===== config.mk =====
export PLATFORM = sky130hd
export DESIGN_NAME = lrelu_config_decode
export DESIGN_NICKNAME = d
export VERILOG_FILES = /design/src/hw/lrelu_num_pkg.sv /design/src/hw/lrelu_cfg_pkg.sv /design/src/hw/lrelu_config_decode.sv
export SDC_FILE = /design/constraint.sdc
export NUM_CORES = 1
export LEC_CHECK = 0
export BUFFER_PORTS_ARGS = -buffer_cell sky130_fd_sc_hd__buf_4
export CORE_MARGIN = 1.5
export CORE_UTILIZATION = 45
export DETAILED_ROUTE_END_ITERATION = 10
export PLACE_DENSITY = 0.78
export SLEW_MARGIN = 5
export SYNTH_ARGS = -nofsm -noshare
export SYNTH_HDL_FRONTEND = slang
export SYNTH_SLANG_ARGS = --single-unit

===== constraint.sdc =====
create_clock -name clk -period 1.4 [get_ports clk]
set_input_delay 0.07 -clock clk [delete_from_list [all_inputs] [get_ports clk]]
set_output_delay 0.07 -clock clk [all_outputs]
set_load 0.02 [all_outputs]

===== src/hw/lrelu_num_pkg.sv =====
package lrelu_num_pkg;

  localparam int LANES     = 4;
  localparam int FRAC_BITS = 8; // Q8.8 coefficients

  typedef logic signed [31:0] acc_t;  // accumulator word and intermediates
  typedef logic signed [15:0] coef_t; // Q8.8 coefficient
  typedef logic signed [7:0]  out_t;
  typedef logic signed [47:0] prod_t; // full width of acc_t times coef_t

  localparam coef_t ALPHA = 16'sd26;  // leak slope, about 0.1
  localparam coef_t ONE   = 16'sd256;

  // output clamp range
  localparam out_t OUT_MAX = 8'sd127;
  localparam out_t OUT_MIN = -8'sd128;

  // one item between stages, flag selects the leaky slope
  typedef struct packed {
    logic                   lrelu;
    acc_t [LANES-1:0]       data;
  } lane_vec_t;

  typedef struct packed {
    out_t [LANES-1:0] data;
  } out_vec_t;

endpackage


===== src/hw/lrelu_cfg_pkg.sv =====
package lrelu_cfg_pkg;

  localparam int COEF_DEPTH = 4; // entries in each of A and B

  typedef logic [$clog2(COEF_DEPTH)-1:0] coef_addr_t;

  localparam coef_addr_t COEF_LAST = coef_addr_t'(COEF_DEPTH - 1);

  // order of words on the config stream
  typedef enum logic [1:0] {
    CFG_D,
    CFG_A,
    CFG_B
  } cfg_state_t;

  // one coefficient write, strobes are single cycle pulses
  typedef struct packed {
    logic                 wr_d;
    logic                 wr_a;
    logic                 wr_b;
    coef_addr_t           addr;
    lrelu_num_pkg::coef_t data;
  } coef_wr_t;

  // coefficients seen by the current item
  typedef struct packed {
    lrelu_num_pkg::coef_t a;
    lrelu_num_pkg::coef_t b;
    lrelu_num_pkg::coef_t d;
  } coef_set_t;

endpackage


===== src/hw/lrelu_config_decode.sv =====
`timescale 1ns/1ps

module lrelu_config_decode (
  input  logic                    clk,
  input  logic                    rst,
  input  logic                    clken,
  input  logic                    cfg_valid,
  input  logic                    cfg_restart,
  input  lrelu_num_pkg::coef_t    cfg_data,
  output lrelu_cfg_pkg::coef_wr_t coef_wr
);

  import lrelu_num_pkg::*;
  import lrelu_cfg_pkg::*;

  cfg_state_t state;
  coef_addr_t addr;
  logic       wr_d;
  logic       wr_a;
  logic       wr_b;
  coef_addr_t wr_addr;
  coef_t      wr_data;

  // D, then A[0..DEPTH-1], then B[0..DEPTH-1], then back to D
  always_ff @(posedge clk) begin
    if (rst) begin
      state <= CFG_D;
      addr  <= '0;
      wr_d  <= 1'b0;
      wr_a  <= 1'b0;
      wr_b  <= 1'b0;
    end else if (clken) begin
      wr_d <= 1'b0; // strobes drop after one cycle
      wr_a <= 1'b0;
      wr_b <= 1'b0;
      if (cfg_restart) begin
        state <= CFG_D;
        addr  <= '0;
      end else if (cfg_valid) begin
        unique case (state)
          CFG_D: begin
            wr_d  <= 1'b1;
            addr  <= '0;
            state <= CFG_A;
          end
          CFG_A: begin
            wr_a <= 1'b1;
            if (addr == COEF_LAST) begin
              addr  <= '0;
              state <= CFG_B;
            end else begin
              addr <= addr + 1'b1;
            end
          end
          CFG_B: begin
            wr_b <= 1'b1;
            if (addr == COEF_LAST) begin
              addr  <= '0;
              state <= CFG_D;
            end else begin
              addr <= addr + 1'b1;
            end
          end
          default: state <= CFG_D;
        endcase
      end
    end
  end

  // address and word of the pending write
  always_ff @(posedge clk) begin
    if (clken && cfg_valid) begin
      wr_addr <= addr;
      wr_data <= cfg_data;
    end
  end

  assign coef_wr = '{wr_d: wr_d, wr_a: wr_a, wr_b: wr_b, addr: wr_addr, data: wr_data};

  // D is always taken at entry 0, also after a restart
  d_at_entry_zero: assert property (@(posedge clk) disable iff (rst)
    (state == CFG_D) |-> (addr == '0));

endmodule


## After elaboration in Yosys (flattened, before gate mapping)

Index checks and enable logic that the tools add are counted.

- Output and inout bits: 21
- Input bits: 21
- Bits in registers: 25

- $add $sub $neg: 1
- Equal/unequal tests: 5
- Mux-type cells: 18
- Reductions and logical operators: 7

Operators with widths:

| operator | count |
|---|---|
| $mux W2 | 7 |
| $mux W1 | 9 |
| $ne A3 B3 Y1 const B | 2 |
| $pmux W2 S3 | 1 |
| $eq A2 B2 Y1 const B | 2 |
| $pmux W2 S2 | 1 |
| $reduce_and A4 Y1 | 1 |
| $reduce_and A3 Y1 | 1 |
| $reduce_bool A3 Y1 | 1 |
| $add A2 B1 Y2 const B | 1 |
| $eq A2 B1 Y1 const B | 1 |
| $logic_not A2 Y1 | 1 |
| $reduce_bool A2 Y1 | 1 |
| $reduce_or A2 Y1 | 1 |
| $logic_and A1 B1 Y1 | 1 |

## Longest topological paths before layout

Gate-level depths: netlist of run 1.

- Depth after elaboration: 5
- Mapped depth: 5
- Mapped depth without buffers: 5

## Worst setup path before layout of run 1

No wires, ideal clock.

- Path kind: register to register
- Start: register state[0]
- End: register addr[0]
- Data arrival time: 1100 ps
- Setup slack: 229 ps
- Setup time: 70 ps
- Data required time: 1330 ps
- Clock period less this slack: 1171 ps
- Stages on the path, launching flop included: 6
- Cells stage by stage: dfxtp_1 inv_1 ha_1 nor3_1 o21ai_0 a21oi_1

- Longest elaborated chain between the ends: 5

Ends and longest elaborated chain:

| item | RTL line | text |
|---|---|---|
| start, declared | lrelu_config_decode.sv:16 | `cfg_state_t state;` |
| start signal, assigned | lrelu_config_decode.sv:27 | `state <= CFG_D;` |
| start signal, assigned | lrelu_config_decode.sv:37 | `state <= CFG_D;` |
| start signal, assigned | lrelu_config_decode.sv:44 | `state <= CFG_A;` |
| $eq A2 B2 Y1 or $eq A2 B1 Y1 (tied branches) | lrelu_config_decode.sv:40 | `unique case (state)` |
| $reduce_or A2 Y1 (no source line) | -- |  |
| $pmux W2 S2 | lrelu_config_decode.sv:40 |  |
| $mux W2 | lrelu_config_decode.sv:39 | `end else if (cfg_valid) begin` |
| $mux W2 | lrelu_config_decode.sv:36 | `if (cfg_restart) begin` |
| end signal, assigned | lrelu_config_decode.sv:52 | `addr <= addr + 1'b1;` |
| end signal, assigned | lrelu_config_decode.sv:61 | `addr <= addr + 1'b1;` |
| end, declared | lrelu_config_decode.sv:17 | `coef_addr_t addr;` |

Parallel ways exist; a longest one is shown, timed or not. The select of a mux whose other input is x is not followed.
A chain may end at the register's enable or synchronous reset.

## Worst setup path in the final report of run 1

- Start: register state[1]
- End: register addr[0]

Same word-level chain as after synthesis.

==> results by group, run 1 <==
Status
  • Outcome: finished, final reports clean

Synth
  • Post-synth top area share: 56.3%
  • Gate Count Post-Synth: 65
  • Syn avg cell area: 14.8 um2
  • Post-synth net total: 90
  • Post-synthesis register bit count: 25
  • Synthesized cell area: 960 um2
  • Dominant cell type by area after synthesis: edfxtp_1
  • Number of synthesis warnings: 0
  • Register area share after synthesis: 70.9%
  • Synth unique cells: 22
  • Ranking of synthesized cells by area: edfxtp_1 (56%), dfxtp_1 (15%), ha_1 (5.2%)

Die
  • Die area: 2420 um2
  • Cell row count: 16
  • I/O pin count: 42
  • Chip Height: 49.2 um
  • Starting Density: 48.4%
  • Die W: 49.2 um
  • Core area: 1980 um2

Drt
  • Top routing layer used: met4
  • Final Routed Wirelength: 2.09 mm
  • Via density: 4.93
  • Routed WL per cell: 14.0 um
  • DR WL met3: 126 um
  • DRC: 0
  • DRT Pass-1 Iters: 4
  • DRT antenna net count: 0
  • M1 WL: 789 um
  • Starting DRC count in detailed routing: 16
  • Met2 routed WL: 1.16 mm
  • DR vias: 739

Clocking
  • Clk buf depth: 2
  • Root Buffer: clkbuf_4
  • Num CTS Buffers: 3
  • CTS tree: built
  • Worst-path clk slew: 0.12 ns
  • H-tree lvl count: 1
  • Num Clock Sinks: 25
  • Clock Latency Late Sink: 0.30 ns

Pwr
  • Leak Pwr: 0.602 nW
  • PwrDens: 928 nW/um2
  • Sw frac: 22.4%
  • Psw: 0.307 mW
  • Part of the power in registers: 61.5%
  • Tot Pwr: 1.37 mW
  • Clock Power Share: 21.8%
  • Gate power share: 16.7%
  • Worst vdd ir: 463 uV
  • Internal power: 1.07 mW

GRT
  • GR Overflow Total: 0
  • GRT Total Usage: 18.1%
  • Vias in the first global route: 687
  • First-pass GRT wire length: 3.16 mm
  • Initial antenna violation count: 0
  • Largest net degree at the start of global routing: 19

Min path
  • Min-delay src: clken
  • HP Class: in2reg

Critical path
  • Crit-path max cell delay: 0.38 ns
  • CP Cell Sequence: inv_1, ha_1, nor3_2, o21ai_0, a21oi_1
  • Delay-heaviest family, CP: flip-flops
  • CP startpoint kind: register
  • Critical path required time: 1.64 ns
  • Critical setup path kind: reg2reg
  • CP Max Fanout: 3
  • CP Capture Type: register
  • Critical Path Start: state[1]
  • Worst reg2reg startpoint: state[1]
  • Arrival time at the worst endpoint: 1.60 ns
  • CP max stage cell: dfxtp_1
  • Critical path buffers and inverters: 1

STA
  • Worst-Margin Slew: 0.210 ns
  • Slew headroom: 85.8%
  • Min Tclk post-route: 1.36 ns
  • Fmax achieved: 734 MHz
  • Fin Setup TNS: 0 ns
  • Final period utilization: 97.3%
  • Hold Violations, Final: 0
  • Fin. max-slew vios: 0
  • Clock skew: 0.00522 ns
  • Finish-stage setup viols: 0

Layout
  • Area growth syn-to-layout: 54.1%
  • Antenna Cells: 0
  • Final #Nets: 149
  • Ratio of cells with drive above 1 in the final layout: 41.5%
  • Layout filler cell count: 128

Place
  • Routability cong.: 0.692
  • I/O Buffers: 41
  • DP HPWL: 1.33 mm

Flow run
  • Max Cap Viol: 0
==> flip-flops by register name, indices dropped and copies added (netlist names) <==
signal   count
wr_data     16
wr_b         1
state        2
wr_addr      2
addr         2
wr_a         1
wr_d         1
==> per-layer routing <==
layer  GRT usage [%]  vias up
li1                -      357
met1            19.1      346
met2            34.7       34
met3            3.37        2
met4            7.14        0
met5               0        -
==> area by class of cell <==
| class | instances | area (um2) | area share [%] |
|---|---|---|---|
| Timing Repair Buffer | 59 | 485 | 32.8 |
| Tap cell | 27 | 33.8 | 2.28 |
| Sequential cell | 25 | 681 | 46.0 |
| Inverter | 3 | 11.3 | 0.761 |
| Multi-Input combinational cell | 32 | 241 | 16.3 |
| Clock buffer | 4 | 26.3 | 1.78 |
==> through the flow <==
step	util, %	worst slack, ns	cells	hold slack, ns	area, um2
floorplan	-	0.229	65	0.169	960
CTS	74.4	0.0262	150	0.0664	1470
global placement	64.5	0.140	129	0.249	1280
detailed placement	64.5	0.0573	129	0.249	1280
global route	74.6	-0.0216	150	0.0693	1480
finish	74.6	0.0376	150	0.0660	1480
==> Yosys cell counts, drive strengths merged <==
cell      n
and2b     1
edfxtp   18
nand2b    3
a21oi     5
o31a      1
o2111ai   1
nand4     1
ha        4
dfxtp     7
inv       3
nor3      1
o31ai     2
o21a      1
nand3     3
o21ai     3
and3b     1
and2      1
nand4b    2
buf       4
nor2      2
clkbuf    1
==> worst paths after layout <==
| path | endpoint | slack (ns) | cells past startpoint |
|---|---|---|---|
| min | wr_b | 0.07 | 3 |
| max reg2reg | addr[0] | 0.04 | 5 |
| max | addr[0] | 0.04 | 5 |
| min reg2reg | wr_d | 0.48 | 2 |
==> cell families after synthesis <==
logic type / after synthesis / synth area share (%)
flops: 25 / 70.9
simple gates: 15 / 9.91
compound gates: 13 / 9.52
buf+inv: 8 / 4.43
fa+ha+maj: 4 / 5.22
==> worst reg2reg max path, cell delays in order, from the launching register on <==
cell     delay (ns)
dfxtp_1        0.38
inv_1          0.09
ha_1           0.33
nor3_2         0.23
o21ai_0        0.12
a21oi_1        0.16
==> power by group through the flow <==
| stage | registers, mW | clock network [mW] | logic (mW) |
|---|---|---|---|
| 6_report | 0.844 | 0.299 | 0.229 |
| 5_1_grt | 0.848 | 0.334 | 0.243 |
| 4_1_cts | 0.842 | 0.305 | 0.226 |
| 3_5_place_dp | 0.860 | 0 | 0.186 |
| 3_3_place_gp | 0.859 | 0 | 0.184 |
| 2_1_floorplan | 0.903 | 0 | 0.0419 |
==> repair_timing <==
action	in CTS	in global routing
endpoints found under the hold margin	21	0
setup endpoints to repair	0	2
hold buffers	17	0
gates resized for setup	0	1
setup buffers	0	0
==> layout by cell type (no fill, tap or decap) <==
| master | instances |
|---|---|
| buf_4 | 42 |
| edfxtp_1 | 18 |
| dlygate4sd3_1 | 17 |
| dfxtp_1 | 7 |
| a21oi_1 | 5 |
| ha_1 | 4 |
| inv_1 | 3 |
| o21ai_0 | 3 |
| nand2b_1 | 3 |
| nand3_1 | 3 |
| clkbuf_4 | 3 |
| nor2_1 | 2 |
| o31ai_2 | 2 |
| nand4b_1 | 2 |
| and2_1 | 1 |
| o21a_1 | 1 |
| o31a_2 | 1 |
| and3b_2 | 1 |
| nand4_1 | 1 |
| nor3_2 | 1 |
| o2111ai_1 | 1 |
| and2b_2 | 1 |
| clkbuf_1 | 1 |
No activity file was read; power rests on OpenSTA's default activity.
==> inputs of run 2 (changes only) <==
- BUFFER_PORTS_ARGS: -buffer_cell sky130_fd_sc_hd__buf_4 -> -buffer_cell sky130_fd_sc_hd__buf_2
==> run 2 against run 1 <==
First-iteration DRC count down 19%. Clock power up 3%. Worst hold slack worse by 0.038 ns. Critical path type unchanged. Highest routed layer unchanged. Largest cell class unchanged.
==> results by group, run 2 (synthesis results as in run 1) <==
Layout
  • Antenna Cells: 0
  • Final std cells w/o fill: 149
  • Area growth syn-to-layout: 44.1%
  • Ratio of cells with drive above 1 in the final layout: 45.1%
  • Largest register FFs: 16
  • Most frequent cells in the layout: buf_2 (41), edfxtp_1 (18), dlygate4sd3_1 (16), dfxtp_1 (7), a21oi_1 (5)
  • Final #Nets: 148
  • Most common cell after layout, fill and taps aside: buf_2
  • Largest reg by FF count: wr_data

Flow run
  • Max Cap Viol: 0

Clocking
  • Clock Latency Late Sink: 0.31 ns
  • H-tree lvl count: 1
  • Num Clock Sinks: 25
  • Clk buf depth: 2
  • Worst-path clk slew: 0.14 ns
  • # Post-CTS Setup Buffers: 0
  • CTS tree: built
  • Root Buffer: clkbuf_4
  • Num CTS Buffers: 3

GRT
  • Vias in the first global route: 703
  • Largest net degree at the start of global routing: 19
  • GR Overflow Total: 0
  • GRT Total Usage: 18.4%
  • Initial antenna violation count: 0
  • First-pass GRT wire length: 3.30 mm

STA
  • Fin. max-slew vios: 0
  • Slew headroom: 86.1%
  • Finish-stage setup viols: 0
  • Fmax achieved: 742 MHz
  • Hold Violations, Final: 0
  • Clock skew: 0.00811 ns
  • Worst-Margin Slew: 0.206 ns
  • Final period utilization: 96.2%
  • Min Tclk post-route: 1.35 ns

Critical path
  • Critical Path Start: state[1]
  • Delay-heaviest family, CP: compound AO/OA/AOI/OAI gates
  • Worst reg2reg startpoint: state[1]
  • CP Capture Type: register
  • Critical path required time: 1.63 ns
  • CP Cell Sequence: inv_1, ha_2, nor2_1, o31a_2, o31ai_2
  • CP startpoint kind: register
  • Critical path buffers and inverters: 1
  • Critical setup path kind: reg2reg
  • Arrival time at the worst endpoint: 1.57 ns
  • CP max stage cell: dfxtp_1
  • CP Max Fanout: 3
  • Crit-path max cell delay: 0.34 ns

Place
  • Placed Cells: 129
  • Routability cong.: 0.728
  • DP HPWL: 1.28 mm
  • I/O Buffers: 41

Drt
  • DR WL met3: 107 um
  • DR vias: 717
  • Via density: 4.81
  • DRT Pass-1 Iters: 4
  • DRC: 0
  • Met2 routed WL: 1.10 mm
  • DRT antenna net count: 0
  • Starting DRC count in detailed routing: 13
  • M1 WL: 828 um
  • Top routing layer used: met4
  • Routed WL per cell: 13.9 um
  • Final Routed Wirelength: 2.07 mm

Pwr
  • Leak Pwr: 0.566 nW
  • Tot Pwr: 1.35 mW
  • Worst vdd ir: 841 uV
  • PwrDens: 974 nW/um2

Min path
  • Min-delay src: rst
  • HP Class: in2reg

Die
  • Core area: 1980 um2
  • Starting Density: 48.4%
  • I/O pin count: 42
  • Die area: 2420 um2
  • Chip Height: 49.2 um
  • Cell row count: 16
  • Die W: 49.2 um

Status
  • Outcome: finished, final reports clean
## run 2: cell type report
cell class | count | area, um2
multi-input combinational | 32 | 256
fill | 144 | 599
clock buffer | 3 | 22.5
timing repair buffer | 58 | 373
clock inverter | 1 | 5.00
tap | 27 | 33.8
sequential | 25 | 681
inverter | 3 | 11.3
## run 2: power by group
part | switching (mW) | total (mW) | internal [mW]
clock network | 0.203 | 0.309 | 0.106
registers | 0.00925 | 0.841 | 0.832
logic | 0.107 | 0.197 | 0.0903
total | 0.318 | 1.35 | 1.03
## run 2: worst register-to-register path, stage by stage, from the launching register on
cell	delay, ns
dfxtp_1	0.34
inv_1	0.15
ha_2	0.23
nor2_1	0.06
o31a_2	0.31
o31ai_2	0.17
## run 2: per-stage QoR
stage	cell area (um2)	utilization [%]	hold WS, ns	TNS, ns	setup slack, ns
final	1380	69.8	0.0279	0	0.0531
after global routing	1380	69.8	0.0185	-0.0467	-0.0275
after CTS	1370	69.0	0.0197	0	0.0528
after detailed placement	1170	59.3	0.249	0	0.0351
after global placement	1170	59.3	0.247	0	0.149
after floorplan	960	-	0.169	0	0.229
## run 2: per-layer routing
metal  track usage, %  vias to the layer above
li1                 -                      351
met1             21.6                      333
met2             33.1                       31
met3             3.07                        2
met4             7.14                        0
met5                0                        -
## run 2: final timing paths
check / endpoint / slack, ns / depth (start not counted)
setup / recovery: state[1] / 0.05 / 5
hold / removal: wr_b / 0.03 / 2
setup reg to reg: state[1] / 0.05 / 5
hold reg to reg: wr_b / 0.48 / 2
## run 2: what timing repair did
action / 4_1_cts / 5_1_grt
resized for setup: 1 / 3
hold buffers: 16 / 0
pin swaps: 0 / 2
hold endpoints to repair: 16 / 0
endpoints found under the setup margin: 1 / 2
