<file path="src/hw/lrelu_num_pkg.sv">
package lrelu_num_pkg;

  localparam int LANES     = 4;
  localparam int FRAC_BITS = 8; // Q8.8 coefficients

  typedef logic signed [31:0] acc_t;  // accumulator word and intermediates
  typedef logic signed [15:0] coef_t; // Q8.8 coefficient
  typedef logic signed [7:0]  out_t;
  typedef logic signed [47:0] prod_t; // full width of acc_t times coef_t

  localparam coef_t ALPHA = 16'sd26;  // leak slope, about 0.1
  localparam coef_t ONE   = 16'sd256;

  // output clamp range
  localparam out_t OUT_MAX = 8'sd127;
  localparam out_t OUT_MIN = -8'sd128;

  // one item between stages, flag selects the leaky slope
  typedef struct packed {
    logic                   lrelu;
    acc_t [LANES-1:0]       data;
  } lane_vec_t;

  typedef struct packed {
    out_t [LANES-1:0] data;
  } out_vec_t;

endpackage

</file>
<file path="src/hw/lrelu_result.sv">
`timescale 1ns/1ps

module lrelu_result (
  input  logic                     clk,
  input  logic                     rst,
  input  logic                     clken,
  input  logic                     stage_valid,
  input  lrelu_num_pkg::lane_vec_t stage_item,
  output logic                     out_valid,
  output lrelu_num_pkg::out_vec_t  out_data
);

  import lrelu_num_pkg::*;

  // clamp to the signed 8 bit range
  function automatic out_t sat8(input acc_t x);
    if (x > OUT_MAX) return OUT_MAX;
    if (x < OUT_MIN) return OUT_MIN;
    return out_t'(x);
  endfunction

  always_ff @(posedge clk) begin
    if (rst) begin
      out_valid <= 1'b0;
    end else if (clken) begin
      out_valid <= stage_valid;
    end
  end

  always_ff @(posedge clk) begin
    if (clken) begin
      for (int i = 0; i < LANES; i++) begin
        out_data.data[i] <= sat8(stage_item.data[i]);
      end
    end
  end

endmodule

</file>
<file path="config.mk">
export PLATFORM = sky130hd
export DESIGN_NAME = lrelu_result
export DESIGN_NICKNAME = d
export VERILOG_FILES = /design/src/hw/lrelu_num_pkg.sv /design/src/hw/lrelu_result.sv
export SDC_FILE = /design/constraint.sdc
export NUM_CORES = 1
export LEC_CHECK = 0
export BUFFER_PORTS_ARGS = -buffer_cell sky130_fd_sc_hd__buf_2
export CAP_MARGIN = 30
export CORE_MARGIN = 2
export CORE_UTILIZATION = 34
export CTS_BUF_LIST = sky130_fd_sc_hd__clkbuf_16
export DETAILED_ROUTE_END_ITERATION = 10
export PLACE_DENSITY = 0.81
export SYNTH_ARGS = -nofsm -noshare
export SYNTH_HDL_FRONTEND = slang
export SYNTH_SLANG_ARGS = --single-unit
</file>
<file path="constraint.sdc">
create_clock -name clk -period 1.3 [get_ports clk]
set_input_delay 0.065 -clock clk [delete_from_list [all_inputs] [get_ports clk]]
set_output_delay 0.065 -clock clk [all_outputs]
set_load 0.01 [all_outputs]
</file>
== After elaboration in Yosys (flattened, before gate mapping) ==
Cells that the tools add are included.

* Output and inout port bits: 33
* Register bits: 33
* Bits in latches: 0
* Bits in read-only memories: 0
* RAM bits: 0
* Input bits: 133
* Logic and storage cells: 49
* Memories: 0

* Reductions and logical operators: 0
* Equal/unequal tests: 0
* Multiplexer cells: 36
* Bitwise operators: 0
* Shift-type cells: 0
* Add/subtract/negate cells: 0
* $mul: 0
* $lt $le $gt $ge: 8
* Divide/modulo/power cells: 0

{| class="wikitable"
|+ Operator list
! cell !! count
|-
| 32-bit by 8-bit greater-than comparator with 1-bit output, second input constant || 4
|-
| 32-bit by 8-bit less-than comparator with 1-bit output, second input constant || 4
|-
| 8-bit 2-to-1 mux || 16
|-
| 1-bit 2-to-1 mux || 20
|}

== Logic depth before layout (Yosys ltp) ==
Gate-level depths: netlist of the first run.

* Word-level depth: 7
* Mapped depth: 4

== Least setup slack after synthesis of the first run ==
OpenSTA, ideal clock, no wires.

* Path type: input to register
* Start: input port stage_item[11] (netlist bit)
* End: register out_data[0] (netlist bit) (data pin)
* Buffers on the path: 0
* Arrival: 1.097 ns
* Cell stages on the path: 4
* Library setup time: 0.147 ns
* Required time: 1.153 ns
* Path slack: 0.057 ns
* Cells stage by stage: nand4_1 or4_4 nor3_4 o2bb2ai_1

* Longest elaborated chain between the ends: 6
* Elaborated cells between the ends (all ways): 10
* Classes of those cells: order compare (2); mux (8)

{| class="wikitable"
|+ Ends and longest elaborated chain
! what !! RTL line !! source
|-
| from (decl) || lrelu_result.sv:8 || <nowiki>input lrelu_num_pkg::lane_vec_t stage_item,</nowiki>
|-
| 32-bit by 8-bit less-than comparator with 1-bit output || lrelu_result.sv:18 || <nowiki>if (x < OUT_MIN) return OUT_MIN;</nowiki>
|-
| 1-bit 2-to-1 mux (2 in a row) || lrelu_result.sv:18 ||
|-
| 1-bit 2-to-1 mux || lrelu_result.sv:31 || <nowiki>if (clken) begin</nowiki>
|-
| 8-bit 2-to-1 mux || lrelu_result.sv:19 || <nowiki>return out_t'(x);</nowiki>
|-
| 8-bit 2-to-1 mux (*) || lrelu_result.sv:18 ||
|-
| to (decl) || lrelu_result.sv:10 || <nowiki>output lrelu_num_pkg::out_vec_t out_data</nowiki>
|}

Every way passes the cells marked *; elsewhere a longest branch is shown, timed or not. The select of a mux whose other input is x is not followed.
A chain may end at the register's enable or synchronous reset.

== Worst setup path in the final report of the first run ==
* Start: input port stage_item[74] (netlist bit)
* End: register out_data[17] (netlist bit) (data pin)

Same word-level chain as after synthesis.

==> results.sh, run 1 <==
export IMPL_critical_path_top_delay_family="simple AND/OR/NAND/NOR gates"
export IMPL_drt_total_wl_um=5470
export IMPL_antenna_left=0
export IMPL_post_cts_resize_count=0
export IMPL_mappedNetlistArea_sq_um=1860
export IMPL_worstMarginPinSlew_ps=351
export IMPL_power_leakage_nw=1.21
export IMPL_layout_cells_non_filler=404
export IMPL_layout_cells_most_common="sky130_fd_sc_hd__buf_2"
export IMPL_netlist_instances=163
export IMPL_worstSetupPathType="primary input to register"
export IMPL_largest_net_degree_at_the_start_of_global_routing=17
export IMPL_hold_viol_final=0
export IMPL_maxSlewViolCount=0
export IMPL_drc_errors=0
export IMPL_power_share_switching_pct=22.5
export IMPL_gp_routability_congestion=0.786
export IMPL_die_width_um=78.0
export IMPL_ant_diodes=0
export IMPL_internal_power_mw=2.18
export IMPL_post_synth_cell_area_avg_sq_um=11.4
export IMPL_power_density_cell_area_nw_per_um2=955
export IMPL_row_count=26
export IMPL_floorplan_io_pins=166
export IMPL_postSynthRegisterBits=33
export IMPL_min_delay_path_depth=3
export IMPL_initial_utilization_pct=35.7
export IMPL_postSynthNetCount=296
export IMPL_vias_in_the_first_global_route=2168
export IMPL_period_share_pct=91.3
export IMPL_max_clock_path_buffers=2
export IMPL_cts_tree="built"
export IMPL_drt_pass1_iter_count=4
export IMPL_avgViaCountPerCell=5.29
export IMPL_dr_total_vias=2137
export IMPL_cp_data_arrival_time_ps=1300
export IMPL_power_switching_mw=0.633
export IMPL_worst_path_max_delay_cell="sky130_fd_sc_hd__or4_4"
export IMPL_worst_path_stages=5
export IMPL_clkLatencyLatePin_ps=260
export IMPL_peakVddDrop_uv=484
export IMPL_max_slew_margin_rel_pct=76.4
export IMPL_run_status="completed"
export IMPL_route_detailed_wl_per_inst_um=13.5
export IMPL_crit_path_end_kind="register"
export IMPL_ctsRootBufferMaster="sky130_fd_sc_hd__clkbuf_16"
export IMPL_critical_path_buf_inv_count=1
export IMPL_groute_usage_overall_pct=18.4
export IMPL_design_final_nets=466
export IMPL_drive_gt1_share_pct=54.8
export IMPL_cts_htree_levels=2
export IMPL_crit_path_cell_trace="buf_2 -> nand4_1 -> or4_4 -> nor3_4 -> o2bb2ai_1"
export IMPL_final_cell_mix="164 x sky130_fd_sc_hd__buf_2, 32 x sky130_fd_sc_hd__edfxtp_1, 28 x sky130_fd_sc_hd__nand4_1, 28 x sky130_fd_sc_hd__nor3_1, 28 x sky130_fd_sc_hd__o2bb2ai_1"
export IMPL_max_stage_delay_ps=550
export IMPL_area_growth_synth_to_final_pct=58.2
export IMPL_setup_worst_path_start_class="primary input"
export IMPL_final_core_util_pct=56.5
export IMPL_rrSetupSlack_ps=700
export IMPL_fmax_mhz=842
export IMPL_core_region_area_sq_um=5200
export IMPL_worstRegToRegCells=2
export IMPL_dpl_hpwl_um=4630
export IMPL_critical_path_max_fanout=7
export IMPL_grt_first_pass_wirelength_um=9040
export IMPL_max_cap_violations=0
export IMPL_hold_class="primary input to register"
export IMPL_antenna_found_initial=0
export IMPL_clock_power_share_pct=37.7
export IMPL_final_hold_worst_slack_ps=51.2
export IMPL_final_setup_skew_ps=0
export IMPL_tritoncts_num_buffers=5
export IMPL_global_route_overflow_total=0
export IMPL_yosysWarningCount=0
export IMPL_post_place_cells=395
export IMPL_first_iter_violations=57
export IMPL_port_buffers=164
export IMPL_grt_setup_unrepaired="false"
export IMPL_area_enclosed_by_the_die_boundary_sq_um=6080
export IMPL_fp_dieH_um=78.0
export IMPL_sequentialPowerShare_pct=45.5
export IMPL_power_frac_comb_pct=16.8
export IMPL_synthDistinctLibCells=12
export IMPL_final_setup_viol_count=0
export IMPL_synth_yosys_seq_area_share_pct=52.7
export IMPL_final_min_clock_period_ps=1190
export IMPL_data_required_time_at_the_worst_endpoint_ps=1410
export IMPL_clk_pin_slew_ps=50
export IMPL_numClockSinks=33
==> what timing repair did <==
item | in CTS | in global routing
setup endpoints to repair | 0 | 3
buffers inserted | 0 | 0
hold buffers | 1 | 0
endpoints found under the hold margin | 1 | 0
==> sequential cells by signal (all words and copies together) (netlist names) <==
name and flops:
out_data 32, out_valid 1
==> area by class of cell <==
| class | count | area [sq um] |
|---|---|---|
| Fill cell | 460 | 2260 |
| Sequential cell | 33 | 981 |
| Timing Repair Buffer | 171 | 888 |
| Multi-Input combinational cell | 122 | 850 |
| Clock buffer | 5 | 125 |
| Tap cell | 70 | 87.6 |
| Clock inverter | 3 | 11.3 |
==> synth_stat cells <==
cell / count / share of area [%]
sky130_fd_sc_hd__clkbuf_1: 8 / 1.6
sky130_fd_sc_hd__mux2i_1: 1 / 0.54
sky130_fd_sc_hd__dfxtp_1: 1 / 1.1
sky130_fd_sc_hd__nor3_1: 28 / 7.5
sky130_fd_sc_hd__nor3_4: 4 / 3.5
sky130_fd_sc_hd__nor4_1: 24 / 8.1
sky130_fd_sc_hd__nor2_1: 1 / 0.20
sky130_fd_sc_hd__o2bb2ai_1: 28 / 13
sky130_fd_sc_hd__nand4_1: 28 / 9.4
sky130_fd_sc_hd__or4_4: 4 / 2.4
sky130_fd_sc_hd__edfxtp_1: 32 / 52
sky130_fd_sc_hd__nand2_1: 4 / 0.81
==> worst paths after layout <==
check,start,end
setup / recovery,stage_item[74],out_data[17]
hold reg to reg,out_valid,out_valid
setup reg to reg,out_valid,out_valid
hold / removal,stage_valid,out_valid
==> layer usage <==
metal	wire [um]	global-route usage [%]	up-vias	share of wire, %
met1	2130	20.5	946	39
met2	2860	33.6	112	52
met4	81	6.32	0	1.5
li1	-	-	1067	-
met5	0	0	-	0
met3	396	4.65	12	7.2
==> power groups by stage <==
stage	combinational, mW	sequential, mW	clock (mW)
5_1_grt	0.521	1.29	1.14
3_5_place_dp	0.470	1.30	0
6_report	0.472	1.28	1.06
2_1_floorplan	0.0665	1.35	0
3_3_place_gp	0.459	1.30	0
4_1_cts	0.474	1.28	1.08
==> worst reg2reg max path: stages, from the launching register on <==
cell and delay [ps]:
sky130_fd_sc_hd__dfxtp_1 300, sky130_fd_sc_hd__mux2i_1 140, sky130_fd_sc_hd__nor2_1 50
==> stage by stage <==
step           power, mW  area, sq um  TNS [ps]  worst slack [ps]
6_report            2.81         2940         0               113
5_1_grt             2.94         2940         0              39.2
2_1_floorplan       1.42         1860         0              56.6
3_5_place_dp        1.77         2800     -4160              -211
3_3_place_gp        1.76         2800     -3360              -148
4_1_cts             2.83         2940         0              62.7
==> kinds of logic (layout without fill, tap and decap cells) <==
logic type             after synthesis  in the layout  share of synthesized area (%)
AND/OR/NAND/NOR                     93             93                           31.9
flip-flops                          33             33                           52.7
AO/OA/AOI/OAI                       28             28                           13.2
buffers and inverters                8            179                           1.61
multiplexers                         1              1                          0.538
Power figures use the tool's default switching activity.
==> inputs of run 2 (changes only) <==
--- a/config.mk
+++ b/config.mk
@@ -5,13 +5,14 @@
 export SDC_FILE = /design/constraint.sdc
 export NUM_CORES = 1
 export LEC_CHECK = 0
-export BUFFER_PORTS_ARGS = -buffer_cell sky130_fd_sc_hd__buf_2
+export BUFFER_PORTS_ARGS = -buffer_cell sky130_fd_sc_hd__buf_4
 export CAP_MARGIN = 30
 export CORE_MARGIN = 2
 export CORE_UTILIZATION = 34
 export CTS_BUF_LIST = sky130_fd_sc_hd__clkbuf_16
 export DETAILED_ROUTE_END_ITERATION = 10
-export PLACE_DENSITY = 0.81
+export PLACE_DENSITY = 0.77
+export SETUP_SLACK_MARGIN = 0.2
 export SYNTH_ARGS = -nofsm -noshare
 export SYNTH_HDL_FRONTEND = slang
 export SYNTH_SLANG_ARGS = --single-unit
==> run 2 against run 1 <==
Compared with the run above: design area up 25%; critical path depth is 1 higher; register-to-register slack about the same; clock power barely moved.
==> results.sh, run 2 (synthesis results as in run 1) <==
export IMPL_run_status="completed"
export IMPL_dpl_hpwl_um=4700
export IMPL_dr_total_vias=2228
export IMPL_groute_usage_overall_pct=18.9
export IMPL_period_share_pct=90.5
export IMPL_fmax_mhz=850
export IMPL_global_route_overflow_total=0
export IMPL_final_min_clock_period_ps=1180
export IMPL_global_route_peak_usage_layer="met2"
export IMPL_place_area_sq_um=3180
export IMPL_cts_tree="built"
export IMPL_ctsRootBufferMaster="sky130_fd_sc_hd__clkbuf_16"
export IMPL_vias_in_the_first_global_route=2165
export IMPL_global_route_usage_met1_pct=21.3
export IMPL_maxSlewViolCount=0
export IMPL_worstSetupPathType="primary input to register"
export IMPL_area_growth_synth_to_final_pct=98.3
export IMPL_setup_total_negative_slack_ps=0
export IMPL_critical_path_max_fanout=7
export IMPL_layout_cells_most_common="sky130_fd_sc_hd__buf_4"
export IMPL_max_cap_violations=0
export IMPL_max_clock_path_buffers=2
export IMPL_setup_worst_path_start_class="primary input"
export IMPL_final_setup_skew_ps=0
export IMPL_design_area_sq_um=3690
export IMPL_power_mw=3.03
export IMPL_final_setup_viol_count=0
export IMPL_numClockSinks=33
export IMPL_clkLatencyLatePin_ps=270
export IMPL_largest_net_degree_at_the_start_of_global_routing=34
export IMPL_drc_errors=0
export IMPL_final_fill_count=391
export IMPL_drt_pass1_iter_count=4
export IMPL_largest_register_ff_count=32
export IMPL_worstMarginPinSlew_ps=420
export IMPL_initial_utilization_pct=35.7
export IMPL_floorplan_io_pins=166
export IMPL_die_width_um=78.0
export IMPL_design_final_nets=470
export IMPL_power_density_cell_area_nw_per_um2=822
export IMPL_area_enclosed_by_the_die_boundary_sq_um=6080
export IMPL_hold_class="primary input to register"
export IMPL_drive_gt1_share_pct=67.2
export IMPL_grtUsageMet3_pct=5.58
export IMPL_max_slew_margin_rel_pct=72.0
export IMPL_avgViaCountPerCell=5.46
export IMPL_clk_pin_slew_ps=50
export IMPL_route_detailed_wl_per_inst_um=15.0
export IMPL_peakVddDrop_uv=517
export IMPL_final_cell_mix="160 x sky130_fd_sc_hd__buf_4, 32 x sky130_fd_sc_hd__edfxtp_1, 28 x sky130_fd_sc_hd__nand4_1, 15 x sky130_fd_sc_hd__nor4_1, 15 x sky130_fd_sc_hd__o2bb2ai_2"
export IMPL_origin_of_the_worst_min_delay_path="stage_valid"
export IMPL_tritoncts_num_buffers=5
export IMPL_hold_viol_final=0
export IMPL_row_count=26
export IMPL_rr_startpoint="out_valid"
export IMPL_antenna_found_initial=0
export IMPL_crit_path_end_kind="register"
export IMPL_power_leakage_nw=1.43
export IMPL_first_iter_violations=57
export IMPL_critPathLaunch="stage_item[83]"
export IMPL_core_region_area_sq_um=5200
export IMPL_data_required_time_at_the_worst_endpoint_ps=1420
export IMPL_port_buffers=164
export IMPL_grtUsageMet2_pct=33.5
export IMPL_grt_setup_unrepaired="true"
export IMPL_antenna_left=0
export IMPL_cp_data_arrival_time_ps=1290
export IMPL_cts_htree_levels=2
export IMPL_ant_diodes=0
export IMPL_fp_dieH_um=78.0
export IMPL_grt_first_pass_wirelength_um=9370
export IMPL_gp_routability_congestion=0.774
export IMPL_drt_total_wl_um=6110
==> run 2: cell count changes in the layout (fill, tap and decap cells not counted), moves of 2 or more <==
cell | before | now
sky130_fd_sc_hd__nor4_1 | 24 | 15
sky130_fd_sc_hd__nor3_1 | 28 | 14
sky130_fd_sc_hd__buf_6 | 0 | 13
sky130_fd_sc_hd__o2bb2ai_1 | 28 | 12
sky130_fd_sc_hd__buf_2 | 164 | 0
sky130_fd_sc_hd__nor4_2 | 0 | 7
sky130_fd_sc_hd__inv_1 | 2 | 0
sky130_fd_sc_hd__nor4_4 | 0 | 2
sky130_fd_sc_hd__buf_4 | 5 | 160
sky130_fd_sc_hd__nor3_2 | 0 | 14
sky130_fd_sc_hd__o2bb2ai_2 | 0 | 15
==> run 2: area by class of cell <==
cell class | count | area [sq um] | share of cell area [%]
Clock buffer | 5 | 125 | 3.39
Timing Repair Buffer | 175 | 1380 | 37.3
Tap cell | 70 | 87.6 | 2.37
Multi-Input combinational cell | 122 | 1110 | 30.0
Clock inverter | 3 | 12.5 | 0.339
Sequential cell | 33 | 981 | 26.6
==> run 2: report_power, final <==
part / internal (mW) / leakage [nW] / switching [mW]
combinational: 0.397 / 1.04 / 0.273
sequential: 1.26 / 0.321 / 0.0212
clock: 0.690 / 0.0687 / 0.389
==> run 2: critical path: stages <==
cell                        delay (ps)
sky130_fd_sc_hd__buf_6              70
sky130_fd_sc_hd__nand4_1           100
sky130_fd_sc_hd__or4_4             560
sky130_fd_sc_hd__nor3_4            230
sky130_fd_sc_hd__buf_12            150
sky130_fd_sc_hd__o2bb2ai_1         120
==> run 2: timing repair <==
action | in CTS | in global routing
hold endpoints to repair | 1 | 0
hold buffers | 1 | 0
pin swaps | 3 | 8
endpoints found under the setup margin | 13 | 28
resized for setup | 5 | 50
setup buffers | 0 | 6
==> run 2: layer usage <==
metal	up-vias	wire, um
met5	-	0
met4	0	118
met3	13	560
met2	109	3260
met1	1034	2170
li1	1072	-
==> run 2: worst paths after layout <==
kind	end	slack (ps)	cells after the start
setup / recovery	out_data[16]	120	6
hold / removal	out_valid	40	3
setup reg to reg	out_valid	710	2
hold reg to reg	out_valid	510	2
==> run 2: through the flow <==
stage / instances / setup slack, ps / hold slack, ps / util, %
5_1_grt: 408 / 88.3 / 64.5 / 70.9
6_report: 408 / 124 / 43.6 / 70.9
3_5_place_dp: 393 / -120 / 231 / 61.1
4_1_cts: 402 / 179 / 36.4 / 64.3
2_1_floorplan: 163 / 125 / 137 / -
3_3_place_gp: 393 / -81.8 / 223 / 61.1
