**config.mk**
```make
export PLATFORM = sky130hd
export DESIGN_NAME = lrelu_coeff_store
export DESIGN_NICKNAME = d
export VERILOG_FILES = /design/src/hw/lrelu_num_pkg.sv /design/src/hw/lrelu_cfg_pkg.sv /design/src/hw/lrelu_coeff_store.sv
export SDC_FILE = /design/constraint.sdc
export NUM_CORES = 1
export LEC_CHECK = 0
export CELL_PAD_IN_SITES_DETAIL_PLACEMENT = 0
export CELL_PAD_IN_SITES_GLOBAL_PLACEMENT = 1
export CORE_MARGIN = 1.5
export CORE_UTILIZATION = 59
export DETAILED_ROUTE_END_ITERATION = 16
export DONT_BUFFER_PORTS = 1
export HOLD_SLACK_MARGIN = 0.08
export PLACE_DENSITY_LB_ADDON = 0.1
export SLEW_MARGIN = 30
export SYNTH_ARGS = -nofsm -noshare
export SYNTH_HDL_FRONTEND = slang
export SYNTH_SLANG_ARGS = --single-unit
```
**constraint.sdc**
```tcl
create_clock -name clk -period 2.3 [get_ports clk]
set_input_delay 0 -clock clk [delete_from_list [all_inputs] [get_ports clk]]
set_output_delay 0 -clock clk [all_outputs]
set_load 0.02 [all_outputs]
```
**src/hw/lrelu_num_pkg.sv**
```systemverilog
package lrelu_num_pkg;

  localparam int LANES     = 4;
  localparam int FRAC_BITS = 8; // Q8.8 coefficients

  typedef logic signed [31:0] acc_t;  // accumulator word and intermediates
  typedef logic signed [15:0] coef_t; // Q8.8 coefficient
  typedef logic signed [7:0]  out_t;
  typedef logic signed [47:0] prod_t; // full width of acc_t times coef_t

  localparam coef_t ALPHA = 16'sd26;  // leak slope, about 0.1
  localparam coef_t ONE   = 16'sd256;

  // output clamp range
  localparam out_t OUT_MAX = 8'sd127;
  localparam out_t OUT_MIN = -8'sd128;

  // one item between stages, flag selects the leaky slope
  typedef struct packed {
    logic                   lrelu;
    acc_t [LANES-1:0]       data;
  } lane_vec_t;

  typedef struct packed {
    out_t [LANES-1:0] data;
  } out_vec_t;

endpackage

```
**src/hw/lrelu_cfg_pkg.sv**
```systemverilog
package lrelu_cfg_pkg;

  localparam int COEF_DEPTH = 4; // entries in each of A and B

  typedef logic [$clog2(COEF_DEPTH)-1:0] coef_addr_t;

  localparam coef_addr_t COEF_LAST = coef_addr_t'(COEF_DEPTH - 1);

  // order of words on the config stream
  typedef enum logic [1:0] {
    CFG_D,
    CFG_A,
    CFG_B
  } cfg_state_t;

  // one coefficient write, strobes are single cycle pulses
  typedef struct packed {
    logic                 wr_d;
    logic                 wr_a;
    logic                 wr_b;
    coef_addr_t           addr;
    lrelu_num_pkg::coef_t data;
  } coef_wr_t;

  // coefficients seen by the current item
  typedef struct packed {
    lrelu_num_pkg::coef_t a;
    lrelu_num_pkg::coef_t b;
    lrelu_num_pkg::coef_t d;
  } coef_set_t;

endpackage

```
**src/hw/lrelu_coeff_store.sv**
```systemverilog
`timescale 1ns/1ps

module lrelu_coeff_store (
  input  logic                     clk,
  input  logic                     rst,
  input  logic                     clken,
  input  logic                     cfg_restart,
  input  lrelu_cfg_pkg::coef_wr_t  coef_wr,
  input  logic                     in_valid,
  output lrelu_cfg_pkg::coef_set_t coef
);

  import lrelu_num_pkg::*;
  import lrelu_cfg_pkg::*;

  coef_t      a_mem [COEF_DEPTH];
  coef_t      b_mem [COEF_DEPTH];
  coef_t      d_reg;
  coef_addr_t rd_ptr;

  always_ff @(posedge clk) begin
    if (clken) begin
      if (coef_wr.wr_a) a_mem[coef_wr.addr] <= coef_wr.data;
      if (coef_wr.wr_b) b_mem[coef_wr.addr] <= coef_wr.data;
      if (coef_wr.wr_d) d_reg <= coef_wr.data;
    end
  end

  // one entry per accepted item, cycles through the memories
  always_ff @(posedge clk) begin
    if (rst) begin
      rd_ptr <= '0;
    end else if (clken) begin
      if (cfg_restart) begin
        rd_ptr <= '0;
      end else if (in_valid) begin
        if (rd_ptr == COEF_LAST) rd_ptr <= '0;
        else                     rd_ptr <= rd_ptr + 1'b1;
      end
    end
  end

  // read is combinational so the item sees the entry in its own cycle
  assign coef = '{a: a_mem[rd_ptr], b: b_mem[rd_ptr], d: d_reg};

  // the decoder selects a single target per config word
  one_write_target: assert property (@(posedge clk) disable iff (rst)
    $onehot0({coef_wr.wr_d, coef_wr.wr_a, coef_wr.wr_b}));

endmodule

```
=== Word level (Yosys, flattened, before mapping) ===
Memories as Yosys holds them, arrays and structs flattened. A register that Yosys moved wholly into a read port is not among the register bits.
Index checks and enable logic that the tools add are counted.

* Input bits: 26
* RAM bits: 128
* Memories kept: 2
* Output and inout port bits: 48
* Register bits: 18
* Logic and storage cells: 22

{| class="wikitable"
|+ Memories
! memory !! depth !! width !! read ports !! clocked after Yosys merged registers in !! wr ports !! line !! text
|-
| a_mem || 4 || 16 || 1 || 1 || 1 || lrelu_coeff_store.sv:16 || <nowiki>coef_t a_mem [COEF_DEPTH];</nowiki>
|-
| b_mem || 4 || 16 || 1 || 1 || 1 || lrelu_coeff_store.sv:17 || <nowiki>coef_t b_mem [COEF_DEPTH];</nowiki>
|}

* Reductions and logical operators: 3
* Multiplexer cells: 13
* Add/sub/neg operators: 1
* Equality and inequality tests: 1

{| class="wikitable"
|+ Operator list
! cell !! number
|-
| 2-bit 2-to-1 mux || 7
|-
| 1-bit 2-to-1 mux || 6
|-
| 2-bit AND reduction || 2
|-
| 2-bit by 1-bit adder with 2-bit output (second input constant) || 1
|-
| 2-bit equality test (second input constant) || 1
|-
| 2-bit nonzero test || 1
|}

=== Logic depth before layout (Yosys ltp) ===
Gate-level depths: netlist of the first run.

* Depth in word-level cells: 6
* Depth in mapped cells: 3

=== Worst setup path after synthesis of the first run ===
Ideal clock, no wire load.

* Path type: input port to flip-flop
* Start point: input coef_wr[17] (netlist bit)
* End point: memory b_mem[0][0] (netlist bit), enable pin
* Setup time: 0.388 ns
* Path slack: 1.018 ns
* Stages on the path: 2
* Buffers on the path: 0
* Data arrival time: 0.893 ns
* Cell sequence: nand2b_1 nor2_1

{| class="wikitable"
|+ RTL lines
! element !! line !! text
|-
| start, declared || lrelu_coeff_store.sv:8 || <nowiki>input lrelu_cfg_pkg::coef_wr_t coef_wr,</nowiki>
|-
| end, declared || lrelu_coeff_store.sv:17 ||
|}

Straight into the memory's write port.

==> flow_metrics.tcl, run 1 <==
set metrics [dict create \
    status "complete, no violations" \
    fp.dieW_um 98.2 \
    synth_cell_type_count 17 \
    dp_slack_ps 872 \
    tns_ps 0 \
    timing.max_slew.rel_slack_pct 65.6 \
    dieHeight_um 98.2 \
    hold_viol_final 0 \
    syn_to_final_growth_pct 19.7 \
    avgRoutedWirePerCell_um 23.8 \
    drc 0 \
    power_density_mw_per_mm2 923 \
    worstPathCellList "buf_4 -> mux4_2" \
    yosysSeqAreaShare_pct 82.4 \
    numCtsBuffers 17 \
    fmax_mhz 519 \
    hp-class "primary input to flip-flop" \
    start_util_pct 61.0 \
    critical_path_buf_inv_count 1 \
    cp_slowest_stage_delay_ps 630 \
    num_antenna_cells 0 \
    drive_gt1_share_pct 28.3 \
    met1_length_mm 3.78 \
    core-area_sq_mm 0.00876 \
    yosysTopAreaCellShare_pct 80.9 \
    synthTopCellsByCount "edfxtp_1 (144), mux4_2 (30), nor2_1 (10), dfxtp_1 (4)" \
    final-setup-viol-count 0 \
    tritoncts "yes" \
    ir_worst_vdd_v 0.000506 \
    clkTransAtPathRegs_ps 60 \
    startpoint_type "flip-flop" \
    ys_ff_latch 148 \
    wl_met3_um 573 \
    slew_violations 0 \
    fin_ws_ps 374 \
    fillCellCount 504 \
    vias 2318 \
    drt_iter0_markers 160 \
    grtUsageTotal_pct 20.8 \
    total_power_w 0.00591 \
    leakagePower_nw 2.04 \
    rows 34 \
    place_congestion 0.737 \
    synth_area_sq_mm 0.00535 \
    die_area_sq_mm 0.00964 \
    drt-pass1-iter-count 4 \
    ys_warn_count 0 \
    routed.top_layer "met4" \
    clock_path_buffers 2 \
    yosysMostFrequentCell "edfxtp_1" \
    synth_area_leaders "edfxtp_1 (81%), mux4_2 (13%), dfxtp_1 (1.5%)" \
    antenna_found_initial 0 \
    rsz0062_at_grt "false" \
    worst-path-max-fanout 15 \
    netlist_instances 213 \
    drt-total-wl_mm 9.31 \
    avgSynthCellArea_sq_um 25.1 \
    synth_edf_count 144 \
    fin_crit_sh_pct 83.8 \
    insertion_delay_ps 510 \
    io_pins 74 \
    grt_pass1_vias 2409 \
    cts_num_sinks 148 \
    wl_met2_mm 4.91 \
    maxCapViolCount 0 \
    worst_setup_path_end_kind "output port" \
    skew_ps 1.24 \
    port_buffers 0 \
    ys.flop_type "edfxtp_1" \
    vias_per_cell 5.93 \
    cpLargestDelayFamily "multiplexers" \
    final_nets 296 \
    period_minus_slack_ps 1930 \
    critPathSlowestCell "mux4_2" \
    worst_pin_slew_ps 515 \
    dp_hpwl_mm 5.58 \
    htree_levels 4 \
    crit_type "flip-flop to output port" \
    yosysTopAreaCell "edfxtp_1" \
    antenna_left 0 \
    worstPathArrival_ps 1930 \
    regToRegSetupSlack_ps 380 \
    root_buffer "clkbuf_8" \
    grt_max_degree 27 \
    grt_overflow 0 \
    cp.required_ps 2300 \
    ys_async_sr_fraction_pct 0 \
    grt_pass1_wl_mm 14.1 \
    syn_nets 239 \
]
==> through the flow <==
stage          hold WS [ps]  instance area, sq um  utilization, %  cells
2_1_floorplan          69.1                  5350               -    213
3_3_place_gp           71.2                  5500            62.8    325
3_5_place_dp           75.1                  5500            62.8    325
4_1_cts                 105                  6360            72.5    387
5_1_grt                 131                  6400            73.1    391
6_report                117                  6400            73.1    391
==> power by group <==
part	switching [W]	internal [W]
Combinational	0.000151	0.0000989
Clock	0.00101	0.00154
Sequential	0.0000516	0.00306
==> worst reg2reg max path, cell delays in order (launching register included) <==
cell	delay [ps]
dfxtp_1	380
a21oi_1	90
o21ai_0	130
dlygate4sd3_1	590
a21oi_1	70
dlygate4sd3_1	550
==> final timing paths <==
| check | startpoint | to | cells after the start |
|---|---|---|---|
| worst min register to register | rd_ptr[0] | flip-flop | 2 |
| worst max-delay path | flip-flop | coef[16] | 2 |
| worst min-delay path | clken | a_mem[0][15] | 3 |
| worst max register to register | rd_ptr[0] | rd_ptr[1] | 5 |
==> repair_timing <==
action,CTS,global route
hold endpoints to repair,258,7
hold buffers,30,3
gates resized for setup,0,0
buffers inserted,0,0
==> cell families after synthesis <==
| family | synth area share (%) |
|---|---|
| muxes | 13.8 |
| DFF | 82.4 |
| buffers and inverters | 1.68 |
| AOI/OAI and AO/OA | 0.468 |
| and+or+nand+nor | 1.68 |
==> routing by layer <==
metal	up-vias	global-route usage (%)
met5	-	0
met3	7	7.52
met4	0	6.61
met1	1203	27.3
li1	1019	-
met2	89	33.2
==> layout make-up <==
| class | instances | area (sq um) | area share [%] |
|---|---|---|---|
| multi-input cells | 57 | 873 | 13.6 |
| flip-flops and latches | 148 | 4410 | 68.8 |
| well taps | 108 | 135 | 2.11 |
| repair buffers | 45 | 428 | 6.68 |
| clock buffers | 19 | 422 | 6.59 |
| inverters | 1 | 3.75 | 0.0586 |
| clock inverters | 13 | 135 | 2.11 |
==> cells in the final DEF, fill, tap and decap left out, drive strengths merged <==
cell / n
edfxtp: 144
nor2: 10
nand2b: 3
o21ai: 2
clkinvlp: 4
nand2: 3
bufinv: 2
buf: 12
mux2i: 1
dlygate4sd3: 33
clkinv: 6
a21oi: 3
nand3b: 1
and3b: 1
clkbuf: 19
mux4: 32
and2: 1
dfxtp: 4
inv: 2
No activity file was read; power rests on OpenSTA's default activity.
==> inputs of run 2 (changes only) <==
Settings changed: ABC_AREA set to 1, CORE_UTILIZATION 59 to 47.
Clock period 2.3 ns to 1.7 ns, I/O delays scaled along.
==> run 2 against run 1 <==
Non-clock buffer count up 12. Wire length up 25%. Total power up 43%. Sequential power up 35%. Cell count up 46%. Clock skew up 6.7 ps. Synthesized area up 2.2%. Critical path type unchanged. Critical endpoint is now coef[23].
==> flow_metrics.tcl, run 2 <==
set metrics [dict create \
    fillCellCount 902 \
    maxCapViolCount 0 \
    grt_max_degree 65 \
    vias 3112 \
    startpoint_type "flip-flop" \
    leakagePower_nw 2.27 \
    clkTransAtPathRegs_ps 60 \
    yosysTopAreaCellShare_pct 79.1 \
    drive_gt1_share_pct 20.0 \
    slew_violations 0 \
    hp-class "primary input to flip-flop" \
    avgSynthCellArea_sq_um 15.2 \
    worst_setup_path_end_kind "output port" \
    num_antenna_cells 0 \
    place_congestion 0.731 \
    start_util_pct 48.1 \
    synth_cell_type_count 18 \
    port_buffers 0 \
    layout_commonest_cell "edfxtp_1" \
    rows 39 \
    fin_crit_sh_pct 94.5 \
    synth_area_leaders "edfxtp_1 (79%), nor2_1 (4.6%), o22ai_1 (3.7%)" \
    regToRegSetupSlack_ps 310 \
    dp_hpwl_mm 6.42 \
    ir_worst_vdd_v 0.000524 \
    worstPathCellList "buf_12 -> o21ai_0 -> o22ai_1" \
    root_buffer "clkbuf_16" \
    yosysTopAreaCell "edfxtp_1" \
    worst_pin_slew_ps 481 \
    clock_path_buffers 2 \
    grt_pass1_vias 3057 \
    cts_num_sinks 148 \
    grtUsageTotal_pct 19.8 \
    die_area_sq_mm 0.0123 \
    io_pins 74 \
    critPathSlowestCell "dfxtp_2" \
    dieHeight_um 111 \
    hold_viol_final 0 \
    tritoncts "yes" \
    grt_pass1_wl_mm 17.9 \
    drt_iter0_markers 263 \
    fp.dieW_um 111 \
    avgRoutedWirePerCell_um 20.4 \
    final_nets 442 \
    ys.flop_type "edfxtp_1" \
    final_core_util_pct 59.2 \
    period_minus_slack_ps 1610 \
    syn_to_final_growth_pct 23.2 \
    numCtsBuffers 17 \
    tns_ps 0 \
    cp.required_ps 1700 \
    grt_overflow 0 \
    ys_async_sr_fraction_pct 0 \
    syn_nets 385 \
    drt-total-wl_mm 11.6 \
    fin_ws_ps 92.7 \
    final_cell_mix "edfxtp_1 (144), nor2_1 (67), o21ai_0 (36)" \
    yosysMostFrequentCell "edfxtp_1" \
    drt-pass1-iter-count 4 \
    vias_per_cell 5.44 \
    htree_levels 4 \
    ys_ff_latch 148 \
    status "complete, no violations" \
    antenna_left 0 \
    timing.max_slew.rel_slack_pct 68.4 \
    insertion_delay_ps 410 \
    rsz0062_at_grt "true" \
    final-setup-viol-count 0 \
    fmax_mhz 622 \
    ys_warn_count 0 \
    yosysSeqAreaShare_pct 80.5 \
    dp_slack_ps 455 \
    antenna_found_initial 0 \
    worst-path-max-fanout 46 \
    skew_ps 7.93 \
    synth_area_sq_mm 0.00547 \
    drc 0 \
    crit_type "flip-flop to output port" \
    synthTopCellsByCount "edfxtp_1 (144), nor2_1 (67), o21ai_0 (36), o22ai_1 (32), o21ai_1 (28)" \
    netlist_instances 359 \
    synth_edf_count 144 \
    multi_input_area_sq_mm 0.00101 \
    cp_slowest_stage_delay_ps 420 \
    seq_area_sq_mm 0.00441 \
    worstPathArrival_ps 1610 \
    power_density_mw_per_mm2 1250 \
    core-area_sq_mm 0.0114 \
]
-- run 2: cell types whose count changed after synthesis, moves of 6 or more --
cell     change
o21ai_0     +34
o22ai_1     +32
mux4_2      -30
inv_1        +6
o21ai_1     +28
buf_6        +8
nor3_1       +8
nor2_1      +57
-- run 2: area by class of cell --
| cell class | instances | area share [%] |
|---|---|---|
| Multi-Input combinational cell | 183 | 15.0 |
| Clock inverter | 8 | 1.47 |
| Timing Repair Buffer | 57 | 7.58 |
| Clock buffer | 24 | 7.30 |
| Inverter | 9 | 0.613 |
| Tap cell | 143 | 2.66 |
| Sequential cell | 148 | 65.4 |
-- run 2: report_power, final --
group	switching (W)	leakage [nW]	internal, W
Clock	0.00136	0.287	0.00231
Sequential	0.0000677	1.35	0.00415
Combinational	0.000382	0.642	0.000172
Total	0.00181	2.27	0.00663
-- run 2: worst paths after layout --
path                from     endpoint  cells past startpoint
max            flip-flop     coef[23]                      3
max reg2reg    rd_ptr[0]    flip-flop                      5
min reg2reg    rd_ptr[1]    rd_ptr[1]                      2
min          coef_wr[17]  a_mem[2][8]                      3
-- run 2: cell families (layout without fill, tap and decap cells) --
family	count (synthesis)	in the layout	synth area share [%]
DFF	148	148	80.5
buffers and inverters	28	98	3.64
and+or+nand+nor	84	84	6.02
AOI/OAI and AO/OA	99	99	9.79
-- run 2: critical path, delay by kind of cell (launching register included) --
kind	cells	cell delay, ps
DFF	1	420
AOI/OAI and AO/OA	2	530
buffers and inverters	1	240
-- run 2: timing repair --
| action | in CTS | in global routing |
|---|---|---|
| hold buffers | 27 | 3 |
| setup buffers | 0 | 0 |
| resized for setup | 0 | 17 |
| hold endpoints to repair | 260 | 2 |
| setup endpoints to repair | 0 | 20 |
-- run 2: per-stage QoR --
stage / instances / instance area [sq um] / hold WS [ps] / power (W)
2_1_floorplan: 359 / 5470 / 69.1 / 0.00461
3_3_place_gp: 512 / 5760 / 70.9 / 0.00472
3_5_place_dp: 512 / 5760 / 77.7 / 0.00473
4_1_cts: 571 / 6620 / 192 / 0.00848
5_1_grt: 572 / 6740 / 210 / 0.00872
6_report: 572 / 6740 / 198 / 0.00844
-- run 2: layer usage --
| metal | GRT usage (%) | up-vias | share of wire, % | routed length [um] |
|---|---|---|---|---|
| met5 | 0 | - | 0 | 0 |
| met4 | 7.01 | 0 | 1.3 | 146 |
| met3 | 5.74 | 14 | 5.3 | 615 |
| met2 | 29.1 | 94 | 47 | 5430 |
| met1 | 28.3 | 1523 | 47 | 5450 |
| li1 | - | 1481 | - | - |
==> inputs of run 3 (changes only) <==
Settings changed: SETUP_SLACK_MARGIN set to 0.15.
==> run 3 against run 2 <==
Flip-flop and latch count did not move. Worst hold slack improved by 7.7 ps. Sequential power barely moved. Maximum frequency rose by 2.2%. Non-clock buffer count rose by 11. Via count rose by 5.5%. Combinational power rose by 32%. Cell count rose by 1.7%. Global-route usage rose by 0.25 points. First-iteration DRC count fell by 14%. Clock skew fell by 5.6 ps. Critical path depth rose by 2.
==> flow_metrics.tcl, run 3 (same netlist as run 2, synthesis figures left out) <==
set metrics [dict create \
    fin_crit_sh_pct 92.5 \
    dieHeight_um 111 \
    ir_worst_vdd_v 0.000748 \
    critPathSlowestCell "dfxtp_4" \
    num_antenna_cells 0 \
    worstPathArrival_ps 1570 \
    core-area_sq_mm 0.0114 \
    clock_path_buffers 2 \
    layout_commonest_cell "edfxtp_1" \
    cpMostUsedCell "buf_12" \
    startpoint_type "flip-flop" \
    cts_num_sinks 148 \
    r2r_start "rd_ptr[0]" \
    maxCapViolCount 0 \
    io_pins 74 \
    tns_ps 0 \
    antenna_found_initial 0 \
    worst-path-max-fanout 6 \
    final_cell_mix "edfxtp_1 (144), nor2_1 (65), o21ai_1 (33), dlygate4sd3_1 (26), o22ai_2 (25)" \
    final-setup-viol-count 0 \
    slew_violations 0 \
    grt_pass1_wl_mm 18.1 \
    avgRoutedWirePerCell_um 22.1 \
    die_area_sq_mm 0.0123 \
    cp_slowest_stage_delay_ps 420 \
    worst_setup_path_end_kind "output port" \
    grt_max_degree 65 \
    leakagePower_nw 2.40 \
    rows 39 \
    period_minus_slack_ps 1570 \
    numCtsBuffers 17 \
    port_buffers 0 \
    drc 0 \
    fmax_mhz 636 \
    start_util_pct 48.1 \
    drt-pass1-iter-count 4 \
    place_congestion 0.751 \
    timing.max_slew.rel_slack_pct 70.6 \
    worstHoldStart "coef_wr[16]" \
    grt_pass1_vias 3211 \
    antenna_left 0 \
    dp_hpwl_mm 6.36 \
    worst_pin_slew_ps 440 \
    clkTransAtPathRegs_ps 60 \
    drive_gt1_share_pct 26.7 \
    status "complete, no violations" \
    crit_type "flip-flop to output port" \
    drt_iter0_markers 227 \
    insertion_delay_ps 410 \
    vias_per_cell 5.64 \
    root_buffer "clkbuf_16" \
    tritoncts "yes" \
    fp.dieW_um 111 \
    hp-class "primary input to flip-flop" \
    htree_levels 4 \
    skew_ps 2.28 \
    cp.required_ps 1700 \
    grt_overflow 0 \
    vias 3282 \
    rsz0062_at_grt "true" \
    total_power_w 0.00819 \
    drt-total-wl_mm 12.8 \
    worstPathCellList "buf_12 -> buf_12 -> o21ai_2 -> o22ai_2 -> buf_4" \
    final_nets 454 \
    grtUsageTotal_pct 20.0 \
    syn_to_final_growth_pct 30.1 \
    power_density_mw_per_mm2 1150 \
    hold_viol_final 0 \
]
-- run 3: metrics by stage --
| step | cells | cell area, sq um | setup slack (ps) | hold slack, ps | util, % |
|---|---|---|---|---|---|
| 3_3_place_gp | 512 | 5770 | 484 | 70.9 | 50.8 |
| 3_5_place_dp | 512 | 5770 | 470 | 77.0 | 50.8 |
| 6_report | 582 | 7120 | 128 | 205 | 62.6 |
| 5_1_grt | 582 | 7120 | 54.1 | 236 | 62.6 |
| 4_1_cts | 569 | 6700 | 97.2 | 192 | 59.0 |
| 2_1_floorplan | 359 | 5480 | 55.3 | 69.1 | - |
-- run 3: timing repair --
action | CTS | global route
hold endpoints to repair | 251 | 0
cloned | 1 | 8
buffers inserted | 0 | 5
endpoints found under the setup margin | 29 | 19
pin swaps | 0 | 19
resized for setup | 23 | 58
hold buffers | 26 | 0
-- run 3: routing by layer --
metal | track usage, % | up-vias | wire length (um)
met5 | 0 | - | 0
met4 | 8.55 | 0 | 180
met3 | 4.92 | 13 | 785
met2 | 30.5 | 113 | 6250
met1 | 27.8 | 1653 | 5630
li1 | - | 1503 | -
-- run 3: worst max-delay path, delay by kind of cell (launching register included) --
| family | cells | cell delay, ps |
|---|---|---|
| buffers and inverters | 3 | 480 |
| AOI/OAI and AO/OA | 2 | 250 |
| DFF | 1 | 420 |
-- run 3: final cells by class --
type	count	area (sq um)
Clock inverter	8	62.6
Multi-Input combinational cell	183	1130
Timing Repair inverter	1	11.3
Fill cell	830	4250
Timing Repair Buffer	68	813
Inverter	9	62.6
Tap cell	143	179
Sequential cell	148	4410
Clock buffer	22	444
-- run 3: final timing paths --
check | to | cells after the start | slack (ps)
setup / recovery | coef[42] | 5 | 130
hold / removal | a_mem[1][15] | 3 | 210
setup reg to reg | flip-flop | 5 | 230
hold reg to reg | flip-flop | 2 | 540
-- run 3: where the power goes --
| group | internal (W) | switching, W | total [W] |
|---|---|---|---|
| Sequential | 0.00415 | 0.0000746 | 0.00422 |
| Combinational | 0.000283 | 0.000446 | 0.000729 |
| Clock | 0.00196 | 0.00128 | 0.00324 |
| Total | 0.00640 | 0.00180 | 0.00819 |
